<file path="src/include/can_irq_defs.svh">
// CAN interrupt block widths
`ifndef CAN_IRQ_DEFS_SVH
`define CAN_IRQ_DEFS_SVH

// Interrupt sources: tx_done, rx_done, error, bus_off
`define CAN_IRQ_SRC_W 4

// Configuration opcode
`define CAN_IRQ_OP_W 2

// Opcode plus one payload bit per source
`define CAN_CFG_W (`CAN_IRQ_OP_W + `CAN_IRQ_SRC_W)

`endif

</file>
<file path="src/design/can_irq_pkg.sv">
// CAN interrupt block types
`include "can_irq_defs.svh"

package can_irq_pkg;

    // One bit per interrupt source, bus_off at the MSB
    typedef struct packed {
        logic bus_off;
        logic error;
        logic rx_done;
        logic tx_done;
    } irq_vec_t;

    // Configuration stream opcodes
    typedef enum logic [`CAN_IRQ_OP_W-1:0] {
        OP_NOP      = 2'd0,
        OP_SET_MASK = 2'd1,
        OP_CLEAR    = 2'd2,
        OP_REPORT   = 2'd3
    } cfg_op_e;

    // Opcode in the upper bits, payload below
    typedef struct packed {
        cfg_op_e  op;
        irq_vec_t payload;
    } cfg_word_t;

    // Status stream master states
    typedef enum logic {
        RPT_IDLE = 1'b0,
        RPT_SEND = 1'b1
    } rpt_state_e;

endpackage

</file>
<file path="src/design/can_event_detect.sv">
// CAN status rising-edge detector
`timescale 1ns/1ps
`include "can_irq_defs.svh"

module can_event_detect
    import can_irq_pkg::*;
(
    input  logic     clk,
    input  logic     rst_n,
    input  logic     tx_done,
    input  logic     rx_done,
    input  logic     error_detected,
    input  logic     bus_off,
    output irq_vec_t events
);

    logic [`CAN_IRQ_SRC_W-1:0] level_now;
    logic [`CAN_IRQ_SRC_W-1:0] level_q;
    logic [`CAN_IRQ_SRC_W-1:0] events_q;

    // Same bit order as irq_vec_t
    assign level_now = {bus_off, error_detected, rx_done, tx_done};

    always_ff @(posedge clk or negedge rst_n) begin
        if (!rst_n) begin
            level_q  <= '0;
            events_q <= '0;
        end else begin
            level_q  <= level_now;
            // High now, low at the previous edge
            events_q <= level_now & ~level_q;
        end
    end

    assign events = events_q;

    // A held level must not produce a second pulse
    a_event_one_cycle: assert property (
        @(posedge clk) disable iff (!rst_n)
        (events_q & $past(events_q)) == '0
    ) else $error("event pulse longer than one cycle");

endmodule

</file>
<file path="src/design/can_irq_control.sv">
// CAN interrupt configuration decoder
`timescale 1ns/1ps

module can_irq_control
    import can_irq_pkg::*;
(
    input  logic      clk,
    input  logic      rst_n,
    input  logic      cfg_tvalid,
    input  cfg_word_t cfg_tdata,
    output logic      cfg_tready,
    input  irq_vec_t  pending,
    output irq_vec_t  clr,
    output logic      report_req,
    output logic      interrupt
);

    irq_vec_t mask_q;
    logic     cfg_fire;
    logic     is_clear;

    // Configuration words are never stalled
    assign cfg_tready = 1'b1;
    assign cfg_fire   = cfg_tvalid && cfg_tready;
    assign is_clear   = cfg_fire && (cfg_tdata.op == OP_CLEAR);

    // Mask register
    always_ff @(posedge clk or negedge rst_n) begin
        if (!rst_n) begin
            mask_q <= '0;
        end else if (cfg_fire && (cfg_tdata.op == OP_SET_MASK)) begin
            mask_q <= cfg_tdata.payload;
        end
    end

    // Clear and report pulses, one cycle each
    always_ff @(posedge clk or negedge rst_n) begin
        if (!rst_n) begin
            clr        <= '0;
            report_req <= 1'b0;
        end else begin
            clr        <= '0;
            report_req <= 1'b0;
            if (cfg_fire) begin
                unique case (cfg_tdata.op)
                    OP_CLEAR: begin
                        clr <= cfg_tdata.payload;
                    end
                    OP_REPORT: begin
                        report_req <= 1'b1;
                    end
                    OP_SET_MASK: begin
                        // Handled by the mask register
                    end
                    default: begin
                        // OP_NOP
                    end
                endcase
            end
        end
    end

    // Interrupt line, registered from the masked pending flags
    always_ff @(posedge clk or negedge rst_n) begin
        if (!rst_n) begin
            interrupt <= 1'b0;
        end else begin
            interrupt <= |(pending & mask_q);
        end
    end

    // Clear bits only ever follow an accepted OP_CLEAR word
    a_clr_after_op_clear: assert property (
        @(posedge clk) disable iff (!rst_n)
        !$past(is_clear) |-> (clr == '0)
    ) else $error("clr driven without an OP_CLEAR word");

endmodule

</file>
<file path="src/design/can_irq_pending.sv">
// CAN interrupt pending flags
`timescale 1ns/1ps
`include "can_irq_defs.svh"

module can_irq_pending
    import can_irq_pkg::*;
(
    input  logic     clk,
    input  logic     rst_n,
    input  irq_vec_t events,
    input  irq_vec_t clr,
    output irq_vec_t pending
);

    logic [`CAN_IRQ_SRC_W-1:0] pend_q;
    logic [`CAN_IRQ_SRC_W-1:0] pend_next;
    logic [`CAN_IRQ_SRC_W-1:0] set_bits;
    logic [`CAN_IRQ_SRC_W-1:0] clr_bits;

    assign set_bits = events;
    assign clr_bits = clr;

    // Write one to clear, an event in the same cycle keeps the flag
    assign pend_next = (pend_q & ~clr_bits) | set_bits;

    always_ff @(posedge clk or negedge rst_n) begin
        if (!rst_n) begin
            pend_q <= '0;
        end else begin
            pend_q <= pend_next;
        end
    end

    assign pending = pend_q;

    // Only a clear from the control block may drop a flag
    a_no_spurious_fall: assert property (
        @(posedge clk) disable iff (!rst_n)
        ($past(pend_q) & ~pend_q & ~$past(clr_bits)) == '0
    ) else $error("pending flag fell without a clear");

endmodule

</file>
<file path="src/design/can_irq_top.sv">
// CAN interrupt block top level
`timescale 1ns/1ps

module can_irq_top
    import can_irq_pkg::*;
(
    input  logic      clk,
    input  logic      rst_n,

    // Protocol engine status levels
    input  logic      tx_done,
    input  logic      rx_done,
    input  logic      error_detected,
    input  logic      bus_off,

    // Configuration stream
    input  logic      cfg_tvalid,
    output logic      cfg_tready,
    input  cfg_word_t cfg_tdata,

    // Status stream
    output logic      sts_tvalid,
    input  logic      sts_tready,
    output irq_vec_t  sts_tdata,
    output logic      sts_tlast,

    output logic      interrupt
);

    irq_vec_t events;
    irq_vec_t clr;
    irq_vec_t pending;
    logic     report_req;

    can_event_detect u_event_detect (
        .clk            (clk),
        .rst_n          (rst_n),
        .tx_done        (tx_done),
        .rx_done        (rx_done),
        .error_detected (error_detected),
        .bus_off        (bus_off),
        .events         (events)
    );

    can_irq_pending u_pending (
        .clk     (clk),
        .rst_n   (rst_n),
        .events  (events),
        .clr     (clr),
        .pending (pending)
    );

    can_irq_control u_control (
        .clk        (clk),
        .rst_n      (rst_n),
        .cfg_tvalid (cfg_tvalid),
        .cfg_tdata  (cfg_tdata),
        .cfg_tready (cfg_tready),
        .pending    (pending),
        .clr        (clr),
        .report_req (report_req),
        .interrupt  (interrupt)
    );

    can_status_reporter u_reporter (
        .clk        (clk),
        .rst_n      (rst_n),
        .pending    (pending),
        .report_req (report_req),
        .sts_tvalid (sts_tvalid),
        .sts_tready (sts_tready),
        .sts_tdata  (sts_tdata),
        .sts_tlast  (sts_tlast)
    );

endmodule

</file>
<file path="src/design/can_status_reporter.sv">
// CAN interrupt status stream master
`timescale 1ns/1ps

module can_status_reporter
    import can_irq_pkg::*;
(
    input  logic     clk,
    input  logic     rst_n,
    input  irq_vec_t pending,
    input  logic     report_req,
    output logic     sts_tvalid,
    input  logic     sts_tready,
    output irq_vec_t sts_tdata,
    output logic     sts_tlast
);

    rpt_state_e state_q;
    irq_vec_t   last_sent_q;
    logic       changed;
    logic       start;
    logic       done;

    assign changed = (pending != last_sent_q);
    // Compare only while idle, so back-pressure never queues a second value
    assign start   = (state_q == RPT_IDLE) && (changed || report_req);
    assign done    = (state_q == RPT_SEND) && sts_tready;

    always_ff @(posedge clk or negedge rst_n) begin
        if (!rst_n) begin
            state_q     <= RPT_IDLE;
            last_sent_q <= '0;
        end else begin
            unique case (state_q)
                RPT_IDLE: begin
                    if (start) begin
                        state_q     <= RPT_SEND;
                        last_sent_q <= pending;
                    end
                end
                RPT_SEND: begin
                    if (done) begin
                        state_q <= RPT_IDLE;
                    end
                end
                default: begin
                    state_q <= RPT_IDLE;
                end
            endcase
        end
    end

    // Data captured at packet start, then held until accepted
    always_ff @(posedge clk) begin
        if (start) begin
            sts_tdata <= pending;
        end
    end

    // Every packet is a single beat
    assign sts_tvalid = (state_q == RPT_SEND);
    assign sts_tlast  = sts_tvalid;

    // A stalled beat keeps its data and stays valid
    a_hold_under_stall: assert property (
        @(posedge clk) disable iff (!rst_n)
        (sts_tvalid && !sts_tready) |=> (sts_tvalid && $stable(sts_tdata))
    ) else $error("status beat changed while stalled");

endmodule

</file>
<file path="config.mk">
export PLATFORM = sky130hd
export DESIGN_NAME = can_irq_top
export DESIGN_NICKNAME = d
export VERILOG_FILES = /design/src/design/can_irq_pkg.sv /design/src/design/can_event_detect.sv /design/src/design/can_irq_control.sv /design/src/design/can_irq_pending.sv /design/src/design/can_irq_top.sv /design/src/design/can_status_reporter.sv
export VERILOG_INCLUDE_DIRS = /design/src /design/src/include
export SDC_FILE = /design/constraint.sdc
export NUM_CORES = 1
export LEC_CHECK = 0
export BUFFER_PORTS_ARGS = -buffer_cell sky130_fd_sc_hd__buf_2
export CORE_MARGIN = 1
export CORE_UTILIZATION = 51
export DETAILED_ROUTE_END_ITERATION = 10
export GPL_ROUTABILITY_DRIVEN = 0
export HOLD_SLACK_MARGIN = 0.1
export PLACE_DENSITY = 0.75
export SLEW_MARGIN = 20
export SYNTH_ARGS = -nofsm -noshare
export SYNTH_HDL_FRONTEND = slang
export SYNTH_SLANG_ARGS = --single-unit
</file>
<file path="constraint.sdc">
create_clock -name clk -period 2.64 [get_ports clk]
set_input_delay 0.396 -clock clk [delete_from_list [all_inputs] [get_ports clk]]
set_output_delay 0.396 -clock clk [all_outputs]
set_load 0.02 [all_outputs]
</file>
==> impl_metrics.yaml <==
run_status:
  status: "completed"
logic_synthesis:
  seq_area_frac_synth_pct: 69.5
  synth_top_family_by_area: "simple AND/OR/NAND/NOR gates"
  synth-main-ff-cell: "dfrtp_1"
  syn_inst: 75
  ys_warn_count: 0
  syn_nets: 89
  synthAdderAreaFrac_pct: 0
  ys_top_cells_by_area: "dfrtp_1 (59%), edfxtp_1 (10%), mux2_4 (5.2%)"
  synth_area_um2: 1140
  yosysMostFrequentCell: "dfrtp_1"
  synth.mux.area_fraction_pct: 9.18
  synth-seq-cells: 31
  synth_edf_count: 4
  syn_avg_cell_area_um2: 15.3
  yosys.area_share.simple_pct: 9.40
  postSynth.asyncResetShare_pct: 87.1
  synth_compound_area_share_pct: 5.46
  synth_top_area_share_pct: 59.0
  synth_xor_xnor_area_share_pct: 3.06
  synth_cell_type_count: 21
  synth_top_cell_by_area: "dfrtp_1"
global_route:
  grt_pass1_wl_um: 2760
  grt_pass1_vias: 653
  grt_remaining_overflow: 0
  grt_antenna_before_repair: 0
  grt_max_degree: 28
  gr-usage-all-layers_pct: 16.6
clocking:
  clockBufferDepth: 2
  cts_tree: "done"
  cts_setup_buffers: 0
  clockRootBuffer: "clkbuf_4"
  numCtsBuffers: 5
  cts.sinks: 31
  cts_resized: 0
  cts.clk_slew.worst_paths_ps: 90
  clock_latency_ps: 320
  htree_levels: 2
critical_path:
  r2r_slack_ps: 1250
  cp_num_buf_inv: 1
  cp_top_family: "flip-flops"
  cp.depth: 1
  critical_path_class: "flop to output port"
  worst-r2r-cell-count: 3
  crit_chain: "buf_2"
  required_ps: 2240
  startpoint_type: "flop"
  worstSetupStartpoint: "u_reporter.sts_tlast"
  worst_r2r_endpoint: "u_reporter.sts_tdata[3]"
  endpoint: "sts_tvalid"
  cpPeakStageDelay_ps: 530
  r2r_start: "u_pending.pending[0]"
  worst-path-max-fanout: 9
  cpMaxStageDelayCell: "dfrtp_1"
  cp.arrival_ps: 1090
  cp-end-kind: "output port"
sta:
  final.setup.tns_ps: 0
  skew_ps: 3.07
  worst_pin_slew_ps: 562
  post-route-period-util_pct: 56.1
  max_slew_margin_pct: 62.5
  slew_viol_final: 0
  hold_violations: 0
  grt_setup_unrepaired: "no"
  finalSetupViolations: 0
  max_freq_ghz: 0.675
  period_needed_ps: 1480
routing:
  drt_pass1_iterations: 4
  viasPerCell: 4.89
  wl_um: 1560
  final_antenna_net_count: 0
  drc: 0
  dr_total_vias: 626
  wl_per_cell_um: 12.2
  drtIter0Drc: 8
finish:
  nFillCells: 175
  syn2layout_area_growth_pct: 15.2
  nets: 114
  fin_cells: 128
  diodes: 0
  drive_gt1_share_pct: 37.6
floorplan:
  coreArea_um2: 2040
  start_util_pct: 56.1
  die_area_um2: 2440
  ios: 22
  die_y_um: 49.4
  fp-row-count: 16
  die_w_um: 49.4
power:
  leakage_uw: 0.000600
  irDropWorstVdd_v: 0.000447
  power_density_nw_per_um2: 866
run:
  drv_cap: 0
min_path:
  whs_path_depth: 1
  hold_class: "input port to flop"
placed_design:
  port_buffers: 20
  dp_cells: 119
==> flip-flops by register name, summed over array words and instances (netlist names) <==
signal / count
u_control.clr: 4
u_control.interrupt: 1
u_control.mask_q: 4
u_control.report_req: 1
u_event_detect.events: 4
u_event_detect.level_q: 4
u_pending.pending: 4
u_reporter.last_sent_q: 4
u_reporter.sts_tdata: 4
u_reporter.sts_tlast: 1
==> metrics by stage <==
step           hold WS, ps  utilization [%]  area, um^2  total power [uW]  worst slack (ps)
6_report               185             64.6        1320              1140              1160
5_1_grt                168             64.6        1320              1210              1080
4_1_cts                167             64.6        1320              1160              1140
3_5_place_dp           384             61.6        1260               905              1230
3_3_place_gp           382             61.6        1260               893              1250
2_1_floorplan          100                -        1140               839              1390
==> area by class of cell <==
type | instances | area (um^2) | area share (%)
flip-flops and latches | 31 | 796 | 60.3
multi-input cells | 37 | 314 | 23.8
repair buffers | 21 | 110 | 8.35
clock buffers | 7 | 45.0 | 3.42
well taps | 27 | 33.8 | 2.56
inverters | 4 | 15.0 | 1.14
clock inverters | 1 | 5.00 | 0.380
==> power by group <==
part / internal [uW] / total (uW) / leakage, uW / switching (uW)
Combinational: 122 / 253 / 0.000223 / 131
Clock: 104 / 249 / 0.0000293 / 146
Sequential: 575 / 640 / 0.000347 / 65.2
Total: 800 / 1140 / 0.000600 / 342
==> kinds of logic (layout without fill, tap and decap cells) <==
kind of cell | count (synthesis) | count (layout)
AOI/OAI and AO/OA | 8 | 8
xor gates and xnor gates | 4 | 4
buffers and inverters | 7 | 33
DFF | 31 | 31
muxes | 8 | 8
other | 1 | 1
and+or+nand+nor | 16 | 16
==> timing repair <==
item	CTS	global route
hold buffers	1	0
hold endpoints to repair	27	0
setup endpoints to repair	0	0
==> worst min path at each step <==
stage / endpoint / startpoint / slack [ps]
final: u_event_detect.level_q[0] / tx_done / 190
after global routing: u_event_detect.level_q[0] / tx_done / 170
after CTS: u_event_detect.level_q[0] / tx_done / 170
after detailed placement: u_event_detect.events[1] / u_event_detect.level_q[1] / 380
after global placement: u_event_detect.events[3] / u_event_detect.level_q[3] / 380
after floorplan: u_control.clr[0] / rst_n / 100
==> per-layer routing <==
| layer | vias to the layer above | routed length (um) | share of wire (%) | GRT usage, % |
|---|---|---|---|---|
| li1 | 299 | - | - | - |
| met1 | 293 | 665 | 43 | 18.1 |
| met2 | 29 | 748 | 48 | 27.2 |
| met3 | 5 | 101 | 6.5 | 5.61 |
| met4 | 0 | 41 | 2.6 | 11.4 |
| met5 | - | 0 | 0 | 0 |
==> cell usage in the layout (no fill, tap or decap), drive strengths merged <==
cell         instances
buf                 20
a21oi                1
conb                 1
dfrtp               27
nor2                 2
a22oi                3
a21o                 4
nand3b               1
dlygate4sd3          1
clkinv               1
inv                  4
nor3                 2
clkbuf               7
xor2                 4
and3                 1
and2                 4
mux2                 8
edfxtp               4
nand2                2
nor2b                4
No activity file was read; power rests on OpenSTA's default activity.
